<file path="src/logic/lcd_pkg.sv">
/*
 * ST7789 display path shared definitions.
 * Pixel, coordinate and SPI word types, the panel command codes
 * and the packed structs carried on the top-level ports.
 */
`default_nettype none

package lcd_pkg;

    localparam int COORD_W = 8;

    typedef logic [COORD_W-1:0] coord_t;

    typedef struct packed {
        coord_t row;
        coord_t col;
    } fb_addr_t;

    typedef struct packed {
        logic r;
        logic g;
        logic b;
    } rgb3_t;

    typedef struct packed {
        logic       dc;    // 1 data, 0 command
        logic [7:0] data;
    } spi_word_t;

    typedef struct packed {
        logic     en;
        fb_addr_t addr;
        rgb3_t    rgb;
    } fb_wr_t;

    typedef struct packed {
        logic sda;
        logic scl;
        logic dc;
        logic res;
    } lcd_pins_t;

    // ====================
    // ST7789 commands
    localparam logic [7:0] CMD_SWRESET    = 8'h01;
    localparam logic [7:0] CMD_SLPOUT     = 8'h11;
    localparam logic [7:0] CMD_COLMOD     = 8'h3A;
    localparam logic [7:0] CMD_MADCTL     = 8'h36;
    localparam logic [7:0] CMD_INVON      = 8'h21;
    localparam logic [7:0] CMD_NORON      = 8'h13;
    localparam logic [7:0] CMD_DISPON     = 8'h29;
    localparam logic [7:0] CMD_CASET      = 8'h2A;
    localparam logic [7:0] CMD_RASET      = 8'h2B;
    localparam logic [7:0] CMD_RAMWR      = 8'h2C;
    localparam logic [7:0] PIX_FMT_565    = 8'h55;  // 16 bit per pixel
    localparam logic [7:0] MADCTL_DEFAULT = 8'h00;

    localparam int INIT_LEN = 9;   // words in init list
    localparam int HDR_LEN  = 11;  // words in window header

endpackage

`default_nettype wire

</file>
<file path="src/logic/spi_byte_tx.sv">
/*
 * Write-only SPI serializer for the ST7789.
 * Shifts one DC flag plus byte out MSB first, SCL idles high,
 * four clock cycles per bit, data sampled on the rising SCL.
 */
`timescale 1ns/1ps
`default_nettype none

module spi_byte_tx (
    input  wire                 w_clk,
    input  wire                 rst_n_i,
    input  wire                 send_i,
    input  wire lcd_pkg::spi_word_t word_i,
    output logic                sda_o,
    output logic                scl_o,
    output logic                dc_o,
    output logic                busy_o
);

    typedef enum logic [2:0] {
        S_IDLE,
        S_PRESENT,
        S_FALL,
        S_HOLD,
        S_RISE
    } tx_state_t;

    tx_state_t  state;
    logic [2:0] bit_cnt;
    logic [7:0] shreg;

    always_ff @(posedge w_clk or negedge rst_n_i) begin
        if (!rst_n_i) begin
            state   <= S_IDLE;
            bit_cnt <= '0;
            sda_o   <= 1'b0;
            scl_o   <= 1'b1;
            dc_o    <= 1'b0;
        end else begin
            case (state)
                S_IDLE: begin
                    if (send_i) begin
                        dc_o    <= word_i.dc;
                        bit_cnt <= '0;
                        state   <= S_PRESENT;
                    end
                end
                S_PRESENT: begin
                    sda_o <= shreg[7];  // changes while scl high
                    state <= S_FALL;
                end
                S_FALL: begin
                    scl_o <= 1'b0;
                    state <= S_HOLD;
                end
                S_HOLD:  state <= S_RISE;
                S_RISE: begin
                    scl_o   <= 1'b1;  // panel samples here
                    bit_cnt <= bit_cnt + 1'b1;
                    state   <= (bit_cnt == 3'd7) ? S_IDLE : S_PRESENT;
                end
                default: state <= S_IDLE;
            endcase
        end
    end

    always_ff @(posedge w_clk) begin
        if (send_i && state == S_IDLE) shreg <= word_i.data;
        else if (state == S_PRESENT) shreg <= {shreg[6:0], 1'b0};
    end

    assign busy_o = send_i || (state != S_IDLE);

    no_send_in_flight : assert property (@(posedge w_clk) disable iff (!rst_n_i)
        send_i |-> state == S_IDLE)
        else $error("send strobe while a word is shifting");

endmodule

`default_nettype wire

</file>
<file path="config.mk">
export PLATFORM = sky130hd
export DESIGN_NAME = spi_byte_tx
export DESIGN_NICKNAME = d
export VERILOG_FILES = /design/src/logic/lcd_pkg.sv /design/src/logic/spi_byte_tx.sv
export SDC_FILE = /design/constraint.sdc
export NUM_CORES = 1
export LEC_CHECK = 0
export BUFFER_PORTS_ARGS = -buffer_cell sky130_fd_sc_hd__buf_4
export CAP_MARGIN = 20
export CORE_ASPECT_RATIO = 0.7
export CORE_MARGIN = 5
export CORE_UTILIZATION = 28
export DETAILED_ROUTE_END_ITERATION = 16
export PLACE_DENSITY = 0.5
export SETUP_SLACK_MARGIN = 0.2
export SKIP_LAST_GASP = 1
export SYNTH_ARGS = -nofsm -noshare
export SYNTH_HDL_FRONTEND = slang
export SYNTH_SLANG_ARGS = --single-unit
</file>
<file path="constraint.sdc">
create_clock -name w_clk -period 3.2 [get_ports w_clk]
set_input_delay 0.64 -clock w_clk [delete_from_list [all_inputs] [get_ports w_clk]]
set_output_delay 0.64 -clock w_clk [all_outputs]
set_load 0.02 [all_outputs]
</file>
==> out/summary.txt <==
Setup WS pre-CTS -> 1.50 ns
Vias per cell -> 4.49
Synth top area share -> 29.2%
Die Span Y -> 55.4 um
Final nets -> 88
Die ar. -> 4140 um^2
Core Footprint -> 2800 um^2
Synth Flop Type -> edfxtp_1
Hold Crit Class -> in -> async
CTS Sinks -> 17
Post-Synth Adder-Cell Area -> 3.04%
Cts bufs inserted -> 3
Vias -> 489
Power density cells -> 988 nW/um^2
Max-slew violations -> 0
Final core utilization -> 35.4%
Leak pwr -> 0.440 nW
Status -> finished, final reports clean
Mapped cell area -> 823 um^2
Mapped Nets -> 71
Worst path top cell family by delay -> flip-flops
I/O Pins -> 16
Post-CTS Hold Buffers -> 0
# Post-CTS Setup Buffers -> 0
Remaining DRCs -> 0
Final instance area -> 993 um^2
Die Width -> 74.8 um
Initial antenna violation count -> 0
Reg clk slew, reported paths -> 0.07 ns
# H-tree levels -> 1
GP Congestion -> 0.639
Post-synthesis sequential area ratio -> 56.7%
Worst path slowest cell -> dfrtp_1
Area Overhead vs Synth -> 20.7%
WL per Instance -> 12.5 um
Combinational family with the most area after synthesis -> multiplexers
Post-synth EDFFs -> 8
First-pass GRT wire length -> 2.31 mm
Min cycle time layout -> 1.91 ns
Synth area leader -> edfxtp_1
Total Routing Usage GR -> 7.52%
Largest net degree at the start of global routing -> 14
Hold Violations, Final -> 0
Placed insts -> 105
Most common cell in the synthesized netlist -> mux2_4
Setup Crit Path Kind -> reg -> out
Syn avg cell area -> 14.4 um^2
Drt first-iter violations -> 9
Site Rows -> 16
Congestion Overflow GR -> 0
WP data required -> 2.56 ns
Async SR Flop Fraction -> 52.9%
Fmax -> 523 MHz
Crit-path cells -> nor3_2 > nand2b_1 > buf_4
Synth cell count leaders -> mux2_4, dfrtp_1, edfxtp_1
CP startpoint kind -> register
Fin cells -> 109
Worst R2R Setup Slack -> 1.57 ns
Placed standard-cell area -> 947 um^2
Max-cap violation count -> 0
Antenna Cells -> 0
Clk_skew -> 0.00202 ns
Yosys warning total -> 0
Synth Area in Simple Gates -> 10.0%
Clock root buffer -> clkbuf_8
Netlist cell types -> 24
Post-CTS sizing -> 0
Area fraction in compound gates after synthesis -> 7.29%
Vias in the first global route -> 489
Worst vdd ir -> 0.374 mV
Crit path buf inv count -> 1
Worst-margin pin slew -> 0.410 ns
Post-detailed-routing wire length -> 1.37 mm
Seq cells post-synth -> 17
Dpl hpwl -> 992 um
Fillers -> 282
Max FO, Critical Path -> 9
Period utilization -> 59.8%
Rel. slew slack -> 72.7%
Initial Utilization -> 29.4%
TNS Setup -> 0 ns
Total power -> 0.981 mW
Synth top area cells -> edfxtp_1, dfrtp_1, mux2_4
Final setup viols -> 0
I/O Buffers -> 15
CTS Buffer Depth -> 2
Slowest cell delay on critical path -> 0.50 ns
Worst EP arrival -> 1.27 ns
Worst skew pair latency -> 0.25 ns
Setup crit end kind -> output port
Setup WS post-layout -> 1.29 ns
RSZ-0062 raised after global routing -> no
DR pass1 iterations -> 2
ANT nets after route -> 0
CTS tree -> done
Post-Synth XOR/XNOR Area -> 1.06%
Hold WS -> 0.204 ns
Ratio of cells with drive above 1 in the final layout -> 46.6%
Post-Synthesis Cells -> 57
Fraction of synthesized area in multiplexers -> 16.4%
[path summary, 6_finish.rpt]
check / from / end / depth (start not counted)
max in group asynchronous: rst_n_i / scl_o / 1
worst max register to register: state[0] / shreg[7] / 3
worst min register to register: shreg[7] / sda_o / 1
worst max-delay path: state[0] / busy_o / 3
worst min-delay path: rst_n_i / state[2] / 1
min in group w_clk: shreg[7] / sda_o / 1
[power breakdown]
part,internal [mW],total [mW],switching (mW)
sequential,0.365,0.453,0.0875
clock,0.0863,0.159,0.0724
combinational,0.217,0.370,0.153
total,0.668,0.981,0.313
[layer usage]
layer	vias to the layer above	wire length, um	GRT usage [%]
met5	-	0	0
met4	0	14	3.05
met3	2	85	4.53
met2	10	553	9.14
met1	239	712	10.5
li1	238	-	-
[cells by family after synthesis]
logic type | Yosys count
flip-flops | 17
AND/OR/NAND/NOR | 14
AO/OA/AOI/OAI | 9
multiplexers | 9
buffers and inverters | 5
adder cells (fa/ha/maj) | 2
XOR/XNOR | 1
[layout make-up]
cell class / instances / area [um^2] / area share (%)
clock buffers: 3 / 41.3 / 4.16
clock inverters: 1 / 5.00 / 0.504
well taps: 36 / 45.0 / 4.53
multi-input cells: 35 / 312 / 31.4
flip-flops and latches: 17 / 467 / 47.0
repair buffers: 16 / 120 / 12.1
inverters: 1 / 3.75 / 0.378
[flip-flops by register name, indices dropped and copies added, names as in the netlist]
register and count:
shreg 8, bit_cnt 3, state 3, dc_o 1, scl_o 1, sda_o 1
[layout by cell type, fill, tap and decap left out, drive strengths merged, types with 3 or more instances in the layout]
cell type	n
mux2	9
o21ai	3
dfrtp	8
edfxtp	8
nor2	5
clkbuf	3
buf	16
Note: power is estimated with default switching activity, not from simulation.
