[src/logic/lcd_pkg.sv]
/*
 * ST7789 display path shared definitions.
 * Pixel, coordinate and SPI word types, the panel command codes
 * and the packed structs carried on the top-level ports.
 */
`default_nettype none

package lcd_pkg;

    localparam int COORD_W = 8;

    typedef logic [COORD_W-1:0] coord_t;

    typedef struct packed {
        coord_t row;
        coord_t col;
    } fb_addr_t;

    typedef struct packed {
        logic r;
        logic g;
        logic b;
    } rgb3_t;

    typedef struct packed {
        logic       dc;    // 1 data, 0 command
        logic [7:0] data;
    } spi_word_t;

    typedef struct packed {
        logic     en;
        fb_addr_t addr;
        rgb3_t    rgb;
    } fb_wr_t;

    typedef struct packed {
        logic sda;
        logic scl;
        logic dc;
        logic res;
    } lcd_pins_t;

    // ====================
    // ST7789 commands
    localparam logic [7:0] CMD_SWRESET    = 8'h01;
    localparam logic [7:0] CMD_SLPOUT     = 8'h11;
    localparam logic [7:0] CMD_COLMOD     = 8'h3A;
    localparam logic [7:0] CMD_MADCTL     = 8'h36;
    localparam logic [7:0] CMD_INVON      = 8'h21;
    localparam logic [7:0] CMD_NORON      = 8'h13;
    localparam logic [7:0] CMD_DISPON     = 8'h29;
    localparam logic [7:0] CMD_CASET      = 8'h2A;
    localparam logic [7:0] CMD_RASET      = 8'h2B;
    localparam logic [7:0] CMD_RAMWR      = 8'h2C;
    localparam logic [7:0] PIX_FMT_565    = 8'h55;  // 16 bit per pixel
    localparam logic [7:0] MADCTL_DEFAULT = 8'h00;

    localparam int INIT_LEN = 9;   // words in init list
    localparam int HDR_LEN  = 11;  // words in window header

endpackage

`default_nettype wire

[src/logic/pixel_scan.sv]
/*
 * Raster scanner for the pixel stream.
 * Walks x/y over the panel, maps them through the selected rotation
 * to a buffer address, and expands the fetched color to RGB565.
 */
`timescale 1ns/1ps
`default_nettype none

module pixel_scan #(
    parameter int DISP_SIZE  = 240,
    parameter int LCD_ROTATE = 0
) (
    input  wire                     w_clk,
    input  wire                     rst_n_i,
    input  wire                     frame_start_i,
    input  wire                     pix_next_i,
    input  wire                     pix_hi_i,
    output lcd_pkg::fb_addr_t       rd_addr_o,
    input  wire lcd_pkg::rgb3_t     rd_rgb_i,
    output logic [7:0]              pix_byte_o
);

    localparam lcd_pkg::coord_t LAST = lcd_pkg::coord_t'(DISP_SIZE - 1);

    lcd_pkg::coord_t x_q;
    lcd_pkg::coord_t y_q;
    lcd_pkg::rgb3_t  color_q;
    logic [15:0]     rgb565;

    // ====================
    // raster counters
    always_ff @(posedge w_clk or negedge rst_n_i) begin
        if (!rst_n_i) begin
            x_q <= '0;
            y_q <= '0;
        end else if (frame_start_i) begin
            x_q <= '0;
            y_q <= '0;
        end else if (pix_next_i) begin
            if (x_q == LAST) begin
                x_q <= '0;
                y_q <= (y_q == LAST) ? '0 : y_q + 1'b1;
            end else begin
                x_q <= x_q + 1'b1;
            end
        end
    end

    // rotation to buffer row/column
    always_comb begin
        case (LCD_ROTATE)
            1:       rd_addr_o = '{row: x_q, col: LAST - y_q};         // 90 deg
            2:       rd_addr_o = '{row: LAST - y_q, col: LAST - x_q};  // 180 deg
            3:       rd_addr_o = '{row: LAST - x_q, col: y_q};         // 270 deg
            default: rd_addr_o = '{row: y_q, col: x_q};
        endcase
    end

    always_ff @(posedge w_clk) begin
        color_q <= rd_rgb_i;
    end

    assign rgb565     = {{5{color_q.r}}, {6{color_q.g}}, {5{color_q.b}}};
    assign pix_byte_o = pix_hi_i ? rgb565[15:8] : rgb565[7:0];  // high byte goes first

endmodule

`default_nettype wire

[config.mk]
export PLATFORM = sky130hd
export DESIGN_NAME = pixel_scan
export DESIGN_NICKNAME = d
export VERILOG_FILES = /design/src/logic/lcd_pkg.sv /design/src/logic/pixel_scan.sv
export SDC_FILE = /design/constraint.sdc
export NUM_CORES = 1
export LEC_CHECK = 0
export ABC_AREA = 1
export BUFFER_PORTS_ARGS = -buffer_cell sky130_fd_sc_hd__buf_4
export CAP_MARGIN = 40
export CORE_ASPECT_RATIO = 0.75
export CORE_MARGIN = 5
export CORE_UTILIZATION = 45
export CTS_BUF_LIST = sky130_fd_sc_hd__clkbuf_8
export DETAILED_ROUTE_END_ITERATION = 8
export GPL_TIMING_DRIVEN = 0
export PLACE_DENSITY = 0.81
export SLEW_MARGIN = 10
export SYNTH_ARGS = -nofsm -noshare
export SYNTH_HDL_FRONTEND = slang
export SYNTH_SLANG_ARGS = --single-unit
[constraint.sdc]
create_clock -name w_clk -period 2.2 [get_ports w_clk]
set_input_delay 0.44 -clock w_clk [delete_from_list [all_inputs] [get_ports w_clk]]
set_output_delay 0.44 -clock w_clk [all_outputs]
set_load 0.03 [all_outputs]
==> flow_metrics.py <==
metrics = {
    "run_status": {
        "status": "finished clean",
    },
    "clock_tree": {
        "postCtsHoldBufs": 0,
        "post_cts_buffers": 0,
        "cts_tree": "yes",
        "clkTransAtPathRegs_ns": 0.07,
        "post_cts_resized": 0,
        "clock_sinks": 19,
        "cts.path.max_buffers": 2,
        "numCtsBuffers": 3,
        "clk_latency_ns": 0.26,
        "cts_root_buf": "clkbuf_8",
        "cts_max_level": 1,
    },
    "sta": {
        "hold-worst-slack_ns": 0.0286,
        "setup_viol": 0,
        "fin_crit_sh": 0.754,
        "skew_ns": 0.00204,
        "slew_violations": 0,
        "hold_violations": 0,
        "grt_setup_unrepaired": "no",
        "worst_slew_pin_slew_ns": 0.346,
        "post-route-min-period_ns": 1.66,
        "slew_headroom": 0.767,
        "fmax_mhz": 603,
        "fin_setup_tns_ns": 0,
    },
    "synthesis": {
        "synth_seq_cells": 19,
        "ys_top_cells_by_area": "dfrtp_1, nand2_1, inv_1",
        "synth-edff-count": 0,
        "synthCells": 142,
        "async_flop_share": 0.842,
        "ys.flop_type": "dfrtp_1",
        "syn_nets": 152,
        "synth_cell_types": 24,
        "avgSynthCellArea_um2": 7.52,
        "yosysTopAreaCellShare": 0.375,
        "yosysSeqAreaShare": 0.431,
        "yosysWarningCount": 0,
        "synth_area_um2": 1070,
        "synth.largest_area_cell": "dfrtp_1",
    },
    "power": {
        "power.total_w": 0.000884,
        "power.density_nw_per_um2": 636,
        "ir_drop_v": 0.000459,
        "leakagePower_nw": 0.711,
    },
    "route": {
        "drc_errors": 0,
        "dr.pass1.iters": 5,
        "via_per_inst": 4.80,
        "antenna_left": 0,
        "wl_per_cell_um": 11.7,
        "first_iter_violations": 102,
        "drt-total-wl_um": 2470,
        "dr_total_vias": 1012,
    },
    "final_layout": {
        "final_cell_mix": "nand2_1, buf_4, inv_1",
        "fin_util": 0.607,
        "layout_commonest_cell": "nand2_1",
        "drive_gt1_frac": 0.299,
        "fillCellCount": 203,
        "layout.nets": 188,
        "antenna_cells": 0,
        "syn_to_final_growth_pct": 30.1,
    },
    "floorplanning": {
        "boundaryPins": 32,
        "dieArea_um2": 3460,
        "initial_utilization": 0.466,
        "core_area_um2": 2290,
        "rows": 15,
        "chipWidth_um": 66.2,
        "fp.dieH_um": 52.2,
    },
    "place": {
        "port_buffers": 31,
        "gp_congestion": 0.841,
        "dp_hpwl_um": 1980,
    },
    "worst_setup_path": {
        "critPathMaxFanout": 3,
        "worstPathRequired_ns": 1.76,
        "path_class": "register to output port",
        "rr_startpoint": "x_q[0]",
        "arrival_ns": 1.22,
        "startpoint_type": "register",
        "critical_path.startpoint": "color_q[1]",
        "cp-end-kind": "output port",
    },
    "global_routing": {
        "grt_antenna_before_repair": 0,
        "overflow": 0,
        "grt_usage": 0.158,
        "grt_pass1_wl_um": 4310,
        "grt_max_degree": 17,
        "grt_pass1_vias": 983,
    },
    "hold_path": {
        "hold_class": "input port to async pin",
    },
    "run": {
        "drv_cap": 0,
    },
}
==> synth_stat cells (2+ instances only) <==
library cell  count
a21oi_1           2
buf_4             5
dfrtp_1          16
dfxtp_1           3
ha_1              2
inv_1            17
inv_2             2
nand2_1          41
nand2_2           2
nand3_1           9
nand4_1           4
nor2_1           15
nor2_4            2
nor3_1            3
o21ai_0           7
o21ai_1           2
o21ai_2           3
==> area by class of cell <==
cell class / instances / area [um^2] / area share
tap: 34 / 42.5 / 0.0306
clock inverter: 1 / 5.00 / 0.00360
multi-input combinational: 98 / 487 / 0.350
sequential: 19 / 460 / 0.332
inverter: 19 / 71.3 / 0.0514
timing repair buffer: 31 / 233 / 0.168
clock buffer: 3 / 41.3 / 0.0297
buffer: 6 / 48.8 / 0.0351
==> state kept, by name, indices dropped and copies added (netlist names) <==
signal   cells
color_q      3
y_q          8
x_q          8
==> logic make-up after synthesis <==
family | after synthesis | share of synthesized area
adders and majority gates | 2 | 0.0234
xor gates and xnor gates | 1 | 0.00821
DFF | 19 | 0.431
and+or+nand+nor | 78 | 0.326
buffers and inverters | 25 | 0.113
AOI/OAI and AO/OA | 17 | 0.0985
==> worst max-delay path, cell delays in order, from the launching register on <==
cell,delay [ns]
dfxtp_1,0.31
inv_1,0.04
o21ai_0,0.29
buf_4,0.17
buf_4,0.15
==> power by group <==
part / switching [W] / internal [W] / leakage [nW]
registers: 0.0000290 / 0.000374 / 0.244
logic: 0.000142 / 0.0000920 / 0.441
clock network: 0.000120 / 0.000126 / 0.0255
total: 0.000292 / 0.000592 / 0.711
==> through the flow <==
step | cells | cell area, um^2 | setup WS, ns
final | 211 | 1390 | 0.541
after global routing | 211 | 1390 | 0.439
after CTS | 211 | 1390 | 0.530
after detailed placement | 207 | 1340 | 0.580
after global placement | 207 | 1340 | 0.605
after floorplan | 142 | 1070 | 0.191
==> path summary, 6_finish.rpt <==
path / to / slack (ns) / cells after the start
worst max-delay path: pix_byte_o[6] / 0.54 / 4
worst min-delay path: x_q[1] / 0.03 / 1
worst max register to register: y_q[0] / 0.72 / 9
worst min register to register: y_q[1] / 0.55 / 2
max in group asynchronous: x_q[4] / 1.98 / 1
min in group w_clk: color_q[1] / 0.28 / 1
==> metal layers <==
layer | global-route usage | up-vias | routed length (um)
met4 | 0.0270 | 0 | 19
met3 | 0.0515 | 4 | 177
met1 | 0.194 | 448 | 1050
met2 | 0.275 | 44 | 1230
li1 | - | 516 | -
met5 | 0 | - | 0
Power figures use the tool's default switching activity.
