`config.mk`:
```
export PLATFORM = sky130hd
export DESIGN_NAME = lcd_sequencer
export DESIGN_NICKNAME = d
export VERILOG_FILES = /design/src/logic/lcd_pkg.sv /design/src/logic/lcd_sequencer.sv
export SDC_FILE = /design/constraint.sdc
export NUM_CORES = 1
export LEC_CHECK = 0
export ABC_AREA = 1
export BUFFER_PORTS_ARGS = -buffer_cell sky130_fd_sc_hd__buf_2
export CORE_ASPECT_RATIO = 1.4
export CORE_MARGIN = 10
export CORE_UTILIZATION = 35
export CTS_BUF_LIST = sky130_fd_sc_hd__clkbuf_4
export CTS_CLUSTER_SIZE = 28
export DETAILED_ROUTE_END_ITERATION = 8
export PLACE_DENSITY_LB_ADDON = 0.3
export SLEW_MARGIN = 40
export SYNTH_ARGS = -nofsm -noshare
export SYNTH_HDL_FRONTEND = slang
export SYNTH_SLANG_ARGS = --single-unit
```
`constraint.sdc`:
```
create_clock -name w_clk -period 1.8 [get_ports w_clk]
set_input_delay 0.36 -clock w_clk [delete_from_list [all_inputs] [get_ports w_clk]]
set_output_delay 0.36 -clock w_clk [all_outputs]
set_load 0.01 [all_outputs]
```
`src/logic/lcd_pkg.sv`:
```
/*
 * ST7789 display path shared definitions.
 * Pixel, coordinate and SPI word types, the panel command codes
 * and the packed structs carried on the top-level ports.
 */
`default_nettype none

package lcd_pkg;

    localparam int COORD_W = 8;

    typedef logic [COORD_W-1:0] coord_t;

    typedef struct packed {
        coord_t row;
        coord_t col;
    } fb_addr_t;

    typedef struct packed {
        logic r;
        logic g;
        logic b;
    } rgb3_t;

    typedef struct packed {
        logic       dc;    // 1 data, 0 command
        logic [7:0] data;
    } spi_word_t;

    typedef struct packed {
        logic     en;
        fb_addr_t addr;
        rgb3_t    rgb;
    } fb_wr_t;

    typedef struct packed {
        logic sda;
        logic scl;
        logic dc;
        logic res;
    } lcd_pins_t;

    // ====================
    // ST7789 commands
    localparam logic [7:0] CMD_SWRESET    = 8'h01;
    localparam logic [7:0] CMD_SLPOUT     = 8'h11;
    localparam logic [7:0] CMD_COLMOD     = 8'h3A;
    localparam logic [7:0] CMD_MADCTL     = 8'h36;
    localparam logic [7:0] CMD_INVON      = 8'h21;
    localparam logic [7:0] CMD_NORON      = 8'h13;
    localparam logic [7:0] CMD_DISPON     = 8'h29;
    localparam logic [7:0] CMD_CASET      = 8'h2A;
    localparam logic [7:0] CMD_RASET      = 8'h2B;
    localparam logic [7:0] CMD_RAMWR      = 8'h2C;
    localparam logic [7:0] PIX_FMT_565    = 8'h55;  // 16 bit per pixel
    localparam logic [7:0] MADCTL_DEFAULT = 8'h00;

    localparam int INIT_LEN = 9;   // words in init list
    localparam int HDR_LEN  = 11;  // words in window header

endpackage

`default_nettype wire

```
`src/logic/lcd_sequencer.sv`:
```
/*
 * Word sequencer for the ST7789.
 * Sends the init list paced by the timer, then loops forever over
 * the window header and the two-byte pixel stream.
 */
`timescale 1ns/1ps
`default_nettype none

module lcd_sequencer #(
    parameter int DISP_SIZE = 240
) (
    input  wire                 w_clk,
    input  wire                 rst_n_i,
    input  wire                 init_go_i,
    input  wire                 busy_i,
    input  wire [7:0]           pix_byte_i,
    output logic                send_o,
    output lcd_pkg::spi_word_t  word_o,
    output logic                frame_start_o,
    output logic                pix_next_o,
    output logic                pix_hi_o
);

    localparam int         NPIX   = DISP_SIZE * DISP_SIZE;
    localparam int         PIX_W  = $clog2(NPIX + 1);
    localparam logic [7:0] LAST_B = 8'(DISP_SIZE - 1);

    typedef enum logic [1:0] {INIT, HEADER, PIXEL_HI, PIXEL_LO} seq_state_t;

    seq_state_t       state;
    logic [3:0]       idx;       // word index in init list or header
    logic [PIX_W-1:0] pix_cnt;
    logic             last_init;
    logic             last_pix;

    function automatic lcd_pkg::spi_word_t cmd_w(logic [7:0] b);
        return '{dc: 1'b0, data: b};
    endfunction

    function automatic lcd_pkg::spi_word_t dat_w(logic [7:0] b);
        return '{dc: 1'b1, data: b};
    endfunction

    assign last_init = (state == INIT) && (idx == 4'(lcd_pkg::INIT_LEN - 1));
    assign last_pix  = (state == PIXEL_LO) && (pix_cnt == PIX_W'(NPIX - 1));

    // ====================
    // state advances on each accepted word
    always_ff @(posedge w_clk or negedge rst_n_i) begin
        if (!rst_n_i) begin
            state   <= INIT;
            idx     <= '0;
            pix_cnt <= '0;
            send_o  <= 1'b0;
        end else begin
            send_o <= !busy_i && (state != INIT || init_go_i);
            if (send_o) begin
                case (state)
                    INIT: begin
                        idx   <= last_init ? '0 : idx + 1'b1;
                        state <= last_init ? HEADER : INIT;
                    end
                    HEADER: begin
                        if (idx == 4'(lcd_pkg::HDR_LEN - 1)) begin
                            idx   <= '0;
                            state <= PIXEL_HI;
                        end else begin
                            idx <= idx + 1'b1;
                        end
                    end
                    PIXEL_HI: state <= PIXEL_LO;
                    PIXEL_LO: begin
                        pix_cnt <= last_pix ? '0 : pix_cnt + 1'b1;
                        state   <= last_pix ? HEADER : PIXEL_HI;  // next frame
                    end
                endcase
            end
        end
    end

    assign frame_start_o = send_o && (last_init || last_pix);
    assign pix_next_o    = send_o && (state == PIXEL_LO);
    assign pix_hi_o      = (state == PIXEL_HI);

    // ====================
    // word tables
    always_comb begin
        word_o = dat_w(pix_byte_i);  // pixel phases
        if (state == INIT) begin
            case (idx)
                4'd0:    word_o = cmd_w(lcd_pkg::CMD_SWRESET);
                4'd1:    word_o = cmd_w(lcd_pkg::CMD_SLPOUT);
                4'd2:    word_o = cmd_w(lcd_pkg::CMD_COLMOD);
                4'd3:    word_o = dat_w(lcd_pkg::PIX_FMT_565);
                4'd4:    word_o = cmd_w(lcd_pkg::CMD_MADCTL);
                4'd5:    word_o = dat_w(lcd_pkg::MADCTL_DEFAULT);
                4'd6:    word_o = cmd_w(lcd_pkg::CMD_INVON);
                4'd7:    word_o = cmd_w(lcd_pkg::CMD_NORON);
                default: word_o = cmd_w(lcd_pkg::CMD_DISPON);
            endcase
        end else if (state == HEADER) begin
            case (idx)
                4'd0:    word_o = cmd_w(lcd_pkg::CMD_CASET);
                4'd4:    word_o = dat_w(LAST_B);  // last column
                4'd5:    word_o = cmd_w(lcd_pkg::CMD_RASET);
                4'd9:    word_o = dat_w(LAST_B);  // last row
                4'd10:   word_o = cmd_w(lcd_pkg::CMD_RAMWR);
                default: word_o = dat_w(8'h00);
            endcase
        end
    end

endmodule

`default_nettype wire

```
==> impl_results.md <==
- Die W: 77.7 um
- Top-count cell post-synth: nand2_1
- Max Fclk: ~500 MHz
- Die H: 101 um
- Avg WL per Cell: between 10 and 15 um
- Clk sinks: 23
- Mux contribution to synthesized area: 0
- Drt drc: 0
- RSZ-0062 raised after global routing: yes
- 1st-pass router iterations: 4
- Final Hold Viols: 12
- Worst Setup Start Kind: register
- Compound-Gate Fraction of Synth Area: 0.105
- #FFs+latches synth: 23
- Shortest period the worst path allows: between 1500 and 2000 ps
- Detail Route Antenna Nets: 0
- Reg clk slew, reported paths: about 140 ps
- Vias after detailed routing: approximately 1,900
- Pin count of the biggest net entering global routing: 24
- Max clock buf depth: 2
- Layout Cells excl Fill: 377
- # rows: 29
- Psw: 0.00119 W
- Number of CTS-inserted buffers: 3
- Antenna Diode Count: 0
- Cells after Synth: 248
- Internal power: about 0.0014 W
- Crit path DAT: ~1600 ps
- Worst-Margin Slew: ~530 ps
- MaxCap Viol Count: 0
- Maximum vdd drop: ~0.00078 V
- Post-cts hold buffer count: 0
- Post-Syn Area per Cell: roughly 6.6 sq um
- Cell variety after synth: 25
- Initial Util: 0.360
- Crit path max fanout: 4
- Clk network pwr share: 0.103
- Hold Path Class: in -> async
- Slew headroom: 0.645
- Initial DRC Count: approximately 90
- RePlAce Congestion: about 1.0
- Final setup vio count: 10
- I/O pin total: 25
- First-pass GRT wire length: ~8.5 mm
- Root Driver: clkbuf_4
- Die area: 0.00784 sq mm
- Largest area contributor in the netlist: dfrtp_1
- Post-Synth Simple-Gate Area: 0.381
- Initial antenna violation count: 0
- Final WS setup: -198 ps
- Synthesized Nets: ~270
- Final period utilization: 1.11
- Leakage: between 1 and 1.5 nW
- Post-Route WL: ~5.1 mm
- Global route overflow: 0
- CORE AREA: approximately 0.0045 sq mm
- Failing checks: negative hold slack, negative setup slack
- Pins Over Slew Limit: 0
- Post-Place Cells: 354
- Ys flop type: dfrtp_1
- Sequential fraction of the synthesis area: 0.352
- Gate power share: 0.644
- Critical Path RT: roughly 1400 ps
- Final net count: ~330
- Clock Skew: between 8 and 9 ps
- Sequential fraction of design power: 0.253
- Synth top area cells: dfrtp_1 35%, nand2_1 16%, inv_1 8.3%
- Layout cell share with drive strength beyond 1: 0.362
- Synth warn: 0
- Cell Area, Synth: about 0.0016 sq mm
- Largest family of logic cells by synthesized area: simple AND/OR/NAND/NOR gates
- Area share of the leading cell type in the synthesized netlist: 0.352
- XOR/XNOR share of the synthesized area: 0.0215
- EDFF count, synth: 0
- Sw frac: 0.453
- Post-detailed-placement half-perimeter wirelength: 3.78 mm
- Setup tns final: -1330 ps
- H-tree depth: 1
- Most frequent cells after synthesis: 71 x nand2_1, 36 x inv_1, 36 x nor2_1
- All-Layer GR Usage: 0.131
- Worst skew pair latency: 330 ps
- Post-Synth Adder-Cell Area: 0.0460
- Status: finished with violations
- CP Capture Type: output port
- DR vias/cell: between 4 and 5
- Pwr dens: approximately 1100 mW/mm^2
- Fillers: 461
- Hold WS: -14.7 ps
- CTS tree: done
- FFs w/ async S/R, synth: 1.00
- Critical path class: reg -> out
- Vias in the first global route: 1,956
- Synth-to-layout area growth: 44.1%
- I/O Buffers: 24
## cells by family after synthesis
kind of cell,count (synthesis)
xor+xnor,4
simple gates,147
flops,23
compound gates,30
fa+ha+maj,6
buf+inv,38
## layer usage
metal,global-route usage,up-vias,routed length [um]
li1,-,934,-
met1,0.129,857,1960
met2,0.251,54,2790
met3,0.0179,15,199
met4,0.0761,0,172
met5,0,-,0
## what timing repair did
item	CTS	global route
resized for setup	39	27
setup buffers	9	10
pin swaps	5	9
setup endpoints to repair	11	11
## per-stage QoR
stage	instance area [sq um]	worst slack [ps]	util	total power, W
2_1_floorplan	1630	178	-	0.00132
3_3_place_gp	1980	57.7	0.436	0.00185
3_5_place_dp	1980	45.4	0.436	0.00184
4_1_cts	2190	-233	0.484	0.00239
5_1_grt	2350	-290	0.519	0.00283
6_report	2350	-198	0.519	0.00262
## worst max-delay path, cell delays in order, from the launching register on
cell	delay [ps]
dfrtp_2	470
ha_4	190
nand2_1	110
nand2_4	70
inv_2	50
nand2_1	50
o21ai_2	120
nand3_1	80
buf_2	160
## layout make-up
type / count / area (sq um) / area share
Tap cell: 62 / 77.6 / 0.0330
Multi-Input combinational cell: 187 / 1100 / 0.468
Timing Repair Buffer: 65 / 428 / 0.182
Inverter: 36 / 138 / 0.0585
Clock buffer: 4 / 30.0 / 0.0128
Sequential cell: 23 / 579 / 0.246
## layout by cell type, fill, tap and decap left out, drive strengths merged, types with 4 or more instances in the layout
master	Yosys	layout
nor2	37	37
nand2	71	71
clkbuf	0	4
nand3	24	24
o21ai	16	16
buf	2	65
nand4	6	6
dfrtp	23	23
ha	6	6
inv	36	36
nor3	5	5
a21oi	6	6
## power by group through the flow
stage | Combinational, W | Clock, W | Sequential [W]
floorplan | 0.000674 | 0 | 0.000645
global placement | 0.00120 | 0 | 0.000650
detailed placement | 0.00119 | 0 | 0.000652
CTS | 0.00146 | 0.000279 | 0.000647
global route | 0.00185 | 0.000297 | 0.000673
finish | 0.00169 | 0.000271 | 0.000664
## state kept, by name (all words and copies together) (netlist names)
signal / count
idx: 4
pix_cnt: 16
send_o: 1
state: 2
## worst paths after layout
| kind | from | endpoint | slack (ps) | cells after the start |
|---|---|---|---|---|
| max in group asynchronous | rst_n_i | state[0] | 1420 | 1 |
| worst min register to register | pix_cnt[4] | pix_cnt[4] | 520 | 1 |
| worst max-delay path | idx[0] | word_o[5] | -200 | 8 |
| worst max register to register | state[1] | idx[3] | 150 | 7 |
| worst min-delay path | rst_n_i | pix_cnt[13] | -10 | 1 |
| min in group w_clk | busy_i | send_o | 170 | 2 |
(Power assumes the default switching activity.)
