### src/logic/lcd_timer.sv
/*
 * Panel power-up timing.
 * A saturating counter from reset release drives the panel reset pulse,
 * and an idle counter on the SPI busy level paces the init commands.
 */
`timescale 1ns/1ps
`default_nettype none

module lcd_timer #(
    parameter int RES_LOW_AT  = 100000,
    parameter int RES_HIGH_AT = 200000,
    parameter int INIT_WAIT   = 1000000
) (
    input  wire  w_clk,
    input  wire  rst_n_i,
    input  wire  busy_i,
    output logic res_o,
    output logic init_go_o
);

    localparam int PWR_W  = $clog2(RES_HIGH_AT + 1);
    localparam int IDLE_W = $clog2(INIT_WAIT + 2);

    logic [PWR_W-1:0]  pwr_cnt;
    logic [IDLE_W-1:0] idle_cnt;
    logic              pwr_done;

    assign pwr_done = (pwr_cnt == PWR_W'(RES_HIGH_AT));

    // ====================
    // power-up counter and reset pulse
    always_ff @(posedge w_clk or negedge rst_n_i) begin
        if (!rst_n_i) begin
            pwr_cnt <= '0;
            res_o   <= 1'b1;
        end else begin
            if (!pwr_done) pwr_cnt <= pwr_cnt + 1'b1;  // saturates
            if (pwr_cnt == PWR_W'(RES_LOW_AT - 1)) begin
                res_o <= 1'b0;  // pulse start
            end else if (pwr_cnt == PWR_W'(RES_HIGH_AT - 1)) begin
                res_o <= 1'b1;  // release panel
            end
        end
    end

    // ====================
    // idle gap between words
    always_ff @(posedge w_clk or negedge rst_n_i) begin
        if (!rst_n_i) begin
            idle_cnt <= '0;
        end else if (busy_i) begin
            idle_cnt <= '0;
        end else if (idle_cnt != IDLE_W'(INIT_WAIT + 1)) begin
            idle_cnt <= idle_cnt + 1'b1;
        end
    end

    assign init_go_o = pwr_done && (idle_cnt > IDLE_W'(INIT_WAIT));

    // the pulse happens once per reset
    res_stays_high : assert property (@(posedge w_clk) disable iff (!rst_n_i)
        (pwr_done && res_o) |=> res_o)
        else $error("panel reset fell after power-up");

endmodule

`default_nettype wire

### config.mk
export PLATFORM = sky130hd
export DESIGN_NAME = lcd_timer
export DESIGN_NICKNAME = d
export VERILOG_FILES = /design/src/logic/lcd_timer.sv
export SDC_FILE = /design/constraint.sdc
export NUM_CORES = 1
export LEC_CHECK = 0
export BUFFER_PORTS_ARGS = -buffer_cell sky130_fd_sc_hd__buf_4
export CORE_MARGIN = 5
export CORE_UTILIZATION = 60
export DETAILED_ROUTE_END_ITERATION = 12
export GPL_TIMING_DRIVEN = 0
export PLACE_DENSITY = 0.75
export SLEW_MARGIN = 5
export SYNTH_ARGS = -nofsm -noshare
export SYNTH_HDL_FRONTEND = slang
export SYNTH_SLANG_ARGS = --single-unit
### constraint.sdc
create_clock -name w_clk -period 2.46 [get_ports w_clk]
set_input_delay 0.369 -clock w_clk [delete_from_list [all_inputs] [get_ports w_clk]]
set_output_delay 0.369 -clock w_clk [all_outputs]
set_load 0.02 [all_outputs]
==> flow_metrics.tcl, run 1 <==
set metrics [dict create \
    outcome "finished, violations left" \
    violations "setup timing" \
    path_max_fanout 2 \
    finalHoldViolations 0 \
    drive_above_1_share 0.163 \
    yosys_warnings 0 \
    yosys-top-cells-area "dfrtp_1 46%, xnor2_1 7.7%, xor2_1 3.8%" \
    drt-total-wl_mm 4.11 \
    skew_ns 0.00857 \
    cap_violations 0 \
    nets 234 \
    syn_area_per_cell_um2 9.98 \
    h-tree-depth 2 \
    synth.largest_area_cell "dfrtp_1" \
    p_per_area_nw_per_um2 445 \
    worst_hold_path_type "in -> reg" \
    synth-simple-area-share 0.271 \
    die_h_um 68.5 \
    slew_headroom 0.645 \
    max_freq_mhz 404 \
    cts_buffer_depth 2 \
    leakage_uw 0.000959 \
    setup_viol 1 \
    synth-main-ff-cell "dfrtp_1" \
    synth_top_family_by_area "simple AND/OR/NAND/NOR gates" \
    viasPerCell 5.81 \
    ys_types 36 \
    synth_compound_area_frac 0.0621 \
    ys_ff_latch 39 \
    crit_required_ns 2.09 \
    dp.cells 256 \
    synth_most_common_cell "dfrtp_1" \
    grt_start_max_net_pins 40 \
    core-area_um2 3340 \
    worst-setup-path-type "reg -> out" \
    final_area_um2 2320 \
    synth_nets 214 \
    wl_per_cell_um 15.0 \
    ios 5 \
    fin_cells 273 \
    netlist_area_um2 2060 \
    setup_slack_ns -0.0134 \
    die_area_um2 4700 \
    synth_seq_area_share 0.475 \
    clock_sinks 39 \
    drc 0 \
    syn2layout_area_growth_pct 13.0 \
    antenna_left 0 \
    insertion_delay_ns 0.34 \
    dpl_cell_area_um2 2140 \
    worstPathArrival_ns 2.10 \
    cp-start-kind "flop" \
    diodes 0 \
    cp-end-kind "output pin" \
    grtUsageTotal 0.198 \
    period_minus_slack_ns 2.47 \
    drv_slew 0 \
    netlist.area_leader.share 0.463 \
    grt_pass1_wl_mm 6.78 \
    placementRows 21 \
    netlist_instances 206 \
    grt_pass1_vias 1613 \
    dp_hpwl_mm 2.74 \
    synth_xor_xnor_area_share 0.115 \
    ys_top_cells_by_count "38 x dfrtp_1, 18 x xnor2_1, 17 x nor2_1" \
    synthMuxAreaShare 0.0158 \
    cts.reportedPaths.clkPinSlew_ns 0.12 \
    cts_inserted_buffers 5 \
    post-place-ws_ns 0.226 \
    first_pass_iters 4 \
    initial_utilization 0.616 \
    synth-edff-count 0 \
    period_share 1.01 \
    grt_setup_unrepaired "true" \
    synthArstFlopShare 1.00 \
    drt-initial-drc-count 96 \
    dr_total_vias 1586 \
    grt_overflow 0 \
    die_width_um 68.5 \
    portBuffers 4 \
    synth-adder-area-share 0.0304 \
    cts_tree "built" \
    antenna_found_initial 0 \
    place_congestion 0.879 \
    cts-root-buf "clkbuf_4" \
    peakVddDrop_mv 0.327 \
    worstMarginPinSlew_ns 0.528 \
]
-- placed cells by master, fill, tap and decap left out, drive strengths merged, types with 8 or more instances in the layout --
master	instances
a21oi	8
buf	13
clkbuf	11
dfrtp	38
inv	11
nand2	12
nand3	14
nand4	9
nor2	17
or3	8
xnor2	18
xor2	9
-- layout make-up --
| class | count | area (µm²) |
|---|---|---|
| tap | 46 | 57.6 |
| multi-input combinational | 151 | 1060 |
| clock inverter | 1 | 5.00 |
| sequential | 39 | 977 |
| fill | 270 | 1010 |
| inverter | 11 | 41.3 |
| clock buffer | 7 | 55.1 |
| buffer | 5 | 20.0 |
| timing repair buffer | 13 | 104 |
-- timing repair --
| item | 4_1_cts | 5_1_grt |
|---|---|---|
| setup buffers | 5 | 3 |
| hold buffers | 1 | 0 |
| hold endpoints to repair | 38 | 0 |
| gates resized for setup | 3 | 7 |
| pin swaps | 2 | 3 |
| endpoints found under the setup margin | 1 | 1 |
-- through the flow --
stage / util / setup TNS, ns / power (µW) / hold slack, ns
2_1_floorplan: - / 0 / 679 / 0.0734
3_3_place_gp: 0.642 / 0 / 699 / 0.358
3_5_place_dp: 0.642 / 0 / 702 / 0.368
4_1_cts: 0.679 / 0 / 1050 / 0.302
5_1_grt: 0.696 / -0.162 / 1090 / 0.314
6_report: 0.696 / -0.0134 / 1030 / 0.321
-- power by group --
part	switching [µW]	internal, µW
Sequential	7.86	645
Clock	203	139
Combinational	28.1	11.5
Total	239	795
-- worst max-delay path, cell delays in order, from the launching register on --
cell,delay [ns]
dfrtp_1,0.41
inv_2,0.09
ha_4,0.13
nor4b_4,0.18
nand3b_1,0.13
or3_4,0.42
a211oi_4,0.26
buf_6,0.15
-- final timing paths --
check / start / endpoint / slack [ns] / cells past startpoint
worst min-delay path: busy_i / idle_cnt[2] / 0.32 / 3
min in group asynchronous: rst_n_i / pwr_cnt[2] / 0.52 / 2
worst min register to register: res_o / res_o / 0.49 / 2
worst max-delay path: pwr_cnt[0] / init_go_o / -0.01 / 7
worst max register to register: idle_cnt[0] / idle_cnt[18] / 0.22 / 6
max in group asynchronous: rst_n_i / res_o / 1.58 / 2
-- sequential cells by signal, summed over array words and instances (netlist names) --
| signal | cells |
|---|---|
| pwr_cnt | 18 |
| res_o | 1 |
| idle_cnt | 20 |
-- kinds of logic after synthesis --
| logic type | Yosys count |
|---|---|
| xor gates and xnor gates | 27 |
| DFF | 39 |
| adders and majority gates | 5 |
| AOI/OAI and AO/OA | 21 |
| muxes | 3 |
| buffers and inverters | 16 |
| and+or+nand+nor | 95 |
-- routing by layer --
metal	share of wire	track usage	vias up
li1	-	-	770
met1	0.43	0.215	777
met2	0.51	0.346	32
met3	0.034	0.0535	7
met4	0.021	0.112	0
met5	0	0	-
Note: power is estimated with default switching activity, not from simulation.
==> run 2: changes to the inputs <==
Settings changed: CORE_UTILIZATION 60 to 45, CTS_BUF_LIST from default to sky130_fd_sc_hd__clkbuf_8, PLACE_DENSITY 0.75 to 0.59.
==> run 2 against run 1 <==
The flow now finishes without violations. Utilization down 17 points. Cell count grew 0.73%. Critical path depth unchanged. Die area increased by 28%. Sequential cell count is the same. Wire length is 6.8% lower.
==> flow_metrics.tcl, run 2 (same netlist as run 1, synthesis figures left out) <==
set metrics [dict create \
    multiInputGateArea_um2 1050 \
    first_pass_iters 4 \
    nets 230 \
    clock_sinks 39 \
    final.setup.tns_ns 0 \
    layout_commonest_cell "dfrtp_1" \
    max_freq_mhz 428 \
    crit_required_ns 2.09 \
    h-tree-depth 2 \
    period_minus_slack_ns 2.33 \
    die_area_um2 6020 \
    cp-start-kind "flop" \
    switching_share 0.213 \
    slew_headroom 0.667 \
    p_per_area_nw_per_um2 496 \
    insertion_delay_ns 0.29 \
    num-fill-cells 388 \
    cap_violations 0 \
    syn2layout_area_growth_pct 12.9 \
    portBuffers 4 \
    outcome "finished clean" \
    cts_buffer_depth 2 \
    cts_inserted_buffers 5 \
    placementRows 24 \
    peakVddDrop_mv 0.212 \
    fin_cells 275 \
    grt_setup_unrepaired "false" \
    post-place-ws_ns 0.203 \
    worst-setup-path-type "reg -> out" \
    setup_viol 0 \
    p_clk_frac 0.403 \
    dp_hpwl_mm 2.68 \
    p_sw_uw 246 \
    postCtsHoldBufs 0 \
    reg_top3 "idle_cnt: 20 flops, pwr_cnt: 18 flops, res_o: 1 flops" \
    drt-total-wl_mm 3.83 \
    drv_slew 0 \
    grt_start_max_net_pins 40 \
    regArea_um2 978 \
    wl_per_cell_um 13.9 \
    comb_power_share 0.030 \
    largest_register "idle_cnt" \
    drc 0 \
    dpl_cell_area_um2 2150 \
    core-area_um2 4380 \
    antenna_found_initial 0 \
    worst_hold_path_type "in -> async" \
    grt_pass1_vias 1588 \
    seqPwrFrac 0.567 \
    cts-root-buf "clkbuf_8" \
    grt_overflow 0 \
    reg2reg_from "idle_cnt[0]" \
    dr_total_vias 1551 \
    largest_reg_flops 20 \
    crit_start "pwr_cnt[0]" \
    die_h_um 77.6 \
    p_total_uw 1150 \
    period_share 0.949 \
    skew_ns 0.00657 \
    diodes 0 \
    viasPerCell 5.64 \
    cp-end-kind "output pin" \
    grt_pass1_wl_mm 6.83 \
    cts_tree "built" \
    place_congestion 0.816 \
    layout_common_cells "37 x dfrtp_1, 18 x xnor2_1, 17 x nor2_1" \
    cts.reportedPaths.clkPinSlew_ns 0.08 \
    die_width_um 77.6 \
    internal-power_uw 906 \
    setup_slack_ns 0.125 \
    grtUsageTotal 0.138 \
    dp.cells 262 \
    worstMarginPinSlew_ns 0.494 \
    final_area_um2 2320 \
    worstPathArrival_ns 1.97 \
    path_max_fanout 2 \
    ios 5 \
    leakage_uw 0.000959 \
    drt-initial-drc-count 62 \
    initial_utilization 0.469 \
    drive_above_1_share 0.148 \
    antenna_left 0 \
    finalHoldViolations 0 \
]
## run 2: cell types whose count changed in the layout (fill, tap and decap cells not counted), moves of 2 or more
| cell | previous run | this run |
|---|---|---|
| clkbuf_4 | 5 | 0 |
| inv_1 | 9 | 12 |
| clkbuf_8 | 1 | 7 |
| buf_4 | 11 | 9 |
| inv_2 | 2 | 0 |
## run 2: critical path, cell delays in order, from the launching register on
cell and delay (ns):
dfrtp_1 0.38, inv_1 0.09, ha_1 0.17, nor4b_4 0.19, nand3b_1 0.12, or3_4 0.40, a211oi_2 0.16, buf_4 0.17
## run 2: repair_timing
item,4_1_cts,5_1_grt
setup endpoints to repair,1,1
gates resized for setup,2,4
pin swaps,0,3
setup buffers,0,5
## run 2: area by class of cell
type,instances,area share
well taps,52,0.0280
clock buffers,7,0.0415
multi-input cells,151,0.452
flip-flops and latches,39,0.422
repair buffers,9,0.0291
inverters,11,0.0178
plain buffers,5,0.00863
clock inverters,1,0.00162
## run 2: path summary, 6_finish.rpt
check	end	slack, ns	cells past startpoint
max in group asynchronous	pwr_cnt[9]	2.06	1
setup reg to reg	idle_cnt[18]	0.20	6
min in group w_clk	idle_cnt[1]	0.37	3
setup / recovery	init_go_o	0.13	7
hold / removal	pwr_cnt[4]	0.04	1
hold reg to reg	res_o	0.49	2
## run 2: routing by layer
layer,global-route usage,share of wire,vias up
met5,0,0,-
met4,0.0567,0.016,0
met3,0.0370,0.029,6
met2,0.234,0.49,14
met1,0.165,0.47,764
li1,-,-,767
## run 2: through the flow
stage | hold WS (ns) | util
2_1_floorplan | 0.0734 | -
3_3_place_gp | 0.364 | 0.491
3_5_place_dp | 0.367 | 0.491
4_1_cts | 0.0523 | 0.516
5_1_grt | 0.0792 | 0.529
6_report | 0.0413 | 0.529
## run 2: power groups by stage
stage | Combinational (µW) | Sequential [µW] | Clock, µW
2_1_floorplan | 15.5 | 663 | 0
5_1_grt | 42.1 | 654 | 508
3_3_place_gp | 35.0 | 665 | 0
6_report | 35.0 | 653 | 464
4_1_cts | 36.6 | 653 | 480
3_5_place_dp | 35.6 | 665 | 0
==> run 3: changes to the inputs <==
Settings changed: RECOVER_POWER from default to 100.
==> run 3 against run 2 <==
Power about the same. Count of clock-buffer cells in the layout unchanged. Clock power about the same. First-iteration DRC count decreased by 1.6%. Final area decreased by 0.65%. Sequential cell count unchanged. Clock skew about the same. Worst setup slack improved by 0.0012 ns. Utilization decreased by 0.34 points. Global-route usage unchanged. Via count increased by 0.45%. Die area unchanged. Critical path type unchanged. Critical endpoint unchanged. Largest power group unchanged. Highest routed layer unchanged.
==> flow_metrics.tcl, run 3 (same netlist as run 1, synthesis figures left out) <==
set metrics [dict create \
    grt_pass1_vias 1588 \
    clock_sinks 39 \
    slowest_stage "or3_4" \
    first_pass_iters 4 \
    wl_per_cell_um 13.9 \
    drt-initial-drc-count 61 \
    layout_commonest_cell "dfrtp_1" \
    insertion_delay_ns 0.29 \
    max_freq_mhz 429 \
    syn2layout_area_growth_pct 12.2 \
    peakVddDrop_mv 0.212 \
    drc 0 \
    drv_slew 0 \
    worstPathArrival_ns 1.96 \
    grt_start_max_net_pins 40 \
    layout_common_cells "37 x dfrtp_1, 18 x xnor2_1, 17 x nor2_1" \
    nets 230 \
    finalHoldViolations 0 \
    dp.cells 262 \
    drt-total-wl_mm 3.84 \
    fin_cells 275 \
    period_share 0.949 \
    period_minus_slack_ns 2.33 \
    p_total_uw 1150 \
    cap_violations 0 \
    h-tree-depth 2 \
    cts_inserted_buffers 5 \
    num-fill-cells 394 \
    cp-end-kind "output pin" \
    skew_ns 0.00673 \
    slew_headroom 0.667 \
    die_area_um2 6020 \
    largest_register "idle_cnt" \
    critPathMaxStageDelay_ns 0.40 \
    worstMarginPinSlew_ns 0.494 \
    dp_hpwl_mm 2.68 \
    ios 5 \
    initial_utilization 0.469 \
    path_max_fanout 2 \
    grt_pass1_wl_mm 6.83 \
    crit_chain "inv_1, ha_1, nor4b_4, nand3b_1, or3_4, a211oi_2, buf_4" \
    grtUsageTotal 0.138 \
    postCtsHoldBufs 0 \
    cts_buffer_depth 2 \
    cts.reportedPaths.clkPinSlew_ns 0.08 \
    viasPerCell 5.67 \
    drive_above_1_share 0.126 \
    p_per_area_nw_per_um2 499 \
    reg_top3 "idle_cnt: 20 flops, pwr_cnt: 18 flops, res_o: 1 flops" \
    multiInputGateArea_um2 1040 \
    crit_required_ns 2.09 \
    antenna_found_initial 0 \
    cts_tree "built" \
    worst-setup-path-type "reg -> out" \
    placementRows 24 \
    die_h_um 77.6 \
    regArea_um2 978 \
    portBuffers 4 \
    grt_overflow 0 \
    cts-root-buf "clkbuf_8" \
    worst_hold_path_type "in -> async" \
    antenna_left 0 \
    core-area_um2 4380 \
    largest_reg_flops 20 \
    leakage_uw 0.000951 \
    setup_viol 0 \
    cp-start-kind "flop" \
    die_width_um 77.6 \
    grt_setup_unrepaired "false" \
    place_congestion 0.816 \
    final.setup.tns_ns 0 \
    diodes 0 \
    outcome "finished clean" \
    dr_total_vias 1558 \
]
==> run 3: layout make-up <==
cell class / instances / area share
multi-input cells: 151 / 0.452
flip-flops and latches: 39 / 0.424
clock buffers: 7 / 0.0418
well taps: 52 / 0.0282
repair buffers: 9 / 0.0260
inverters: 11 / 0.0179
plain buffers: 5 / 0.00814
clock inverters: 1 / 0.00163
==> run 3: per-stage QoR <==
stage	utilization	cell area [µm²]	hold slack (ns)	worst slack, ns
finish	0.526	2310	0.0412	0.126
global route	0.526	2310	0.0793	0.0234
CTS	0.516	2260	0.0523	0.00469
detailed placement	0.491	2150	0.367	0.203
global placement	0.491	2150	0.364	0.214
floorplan	-	2060	0.0734	0.254
==> run 3: worst paths after layout <==
kind	start	to	slack [ns]	depth (start not counted)
worst max-delay path	pwr_cnt[0]	init_go_o	0.13	7
min in group w_clk	busy_i	idle_cnt[1]	0.45	3
worst max register to register	idle_cnt[0]	idle_cnt[18]	0.17	6
max in group asynchronous	rst_n_i	pwr_cnt[9]	2.06	1
worst min register to register	res_o	res_o	0.50	2
worst min-delay path	rst_n_i	pwr_cnt[4]	0.04	1
==> run 3: metal layers <==
layer	global-route usage	part of all wire
met5	0	0
met4	0.0567	0.016
met2	0.234	0.49
met3	0.0370	0.029
met1	0.165	0.47
==> run 3: worst max-delay path, delay by kind of cell (launching register included) <==
family | cells | cell delay [ns]
flops | 1 | 0.37
buf+inv | 2 | 0.26
compound gates | 1 | 0.16
fa+ha+maj | 1 | 0.17
simple gates | 3 | 0.71
==> run 3: repair_timing <==
action | in CTS | in global routing
pin swaps | 0 | 3
resized for setup | 2 | 4
setup endpoints to repair | 1 | 1
setup buffers | 0 | 5
==> run 3: power by group <==
| part | total, µW | leakage, µW | switching, µW | internal, µW |
|---|---|---|---|---|
| sequential | 653 | 0.000523 | 8.08 | 645 |
| combinational | 34.3 | 0.000373 | 25.2 | 9.11 |
| clock | 465 | 0.0000557 | 213 | 252 |
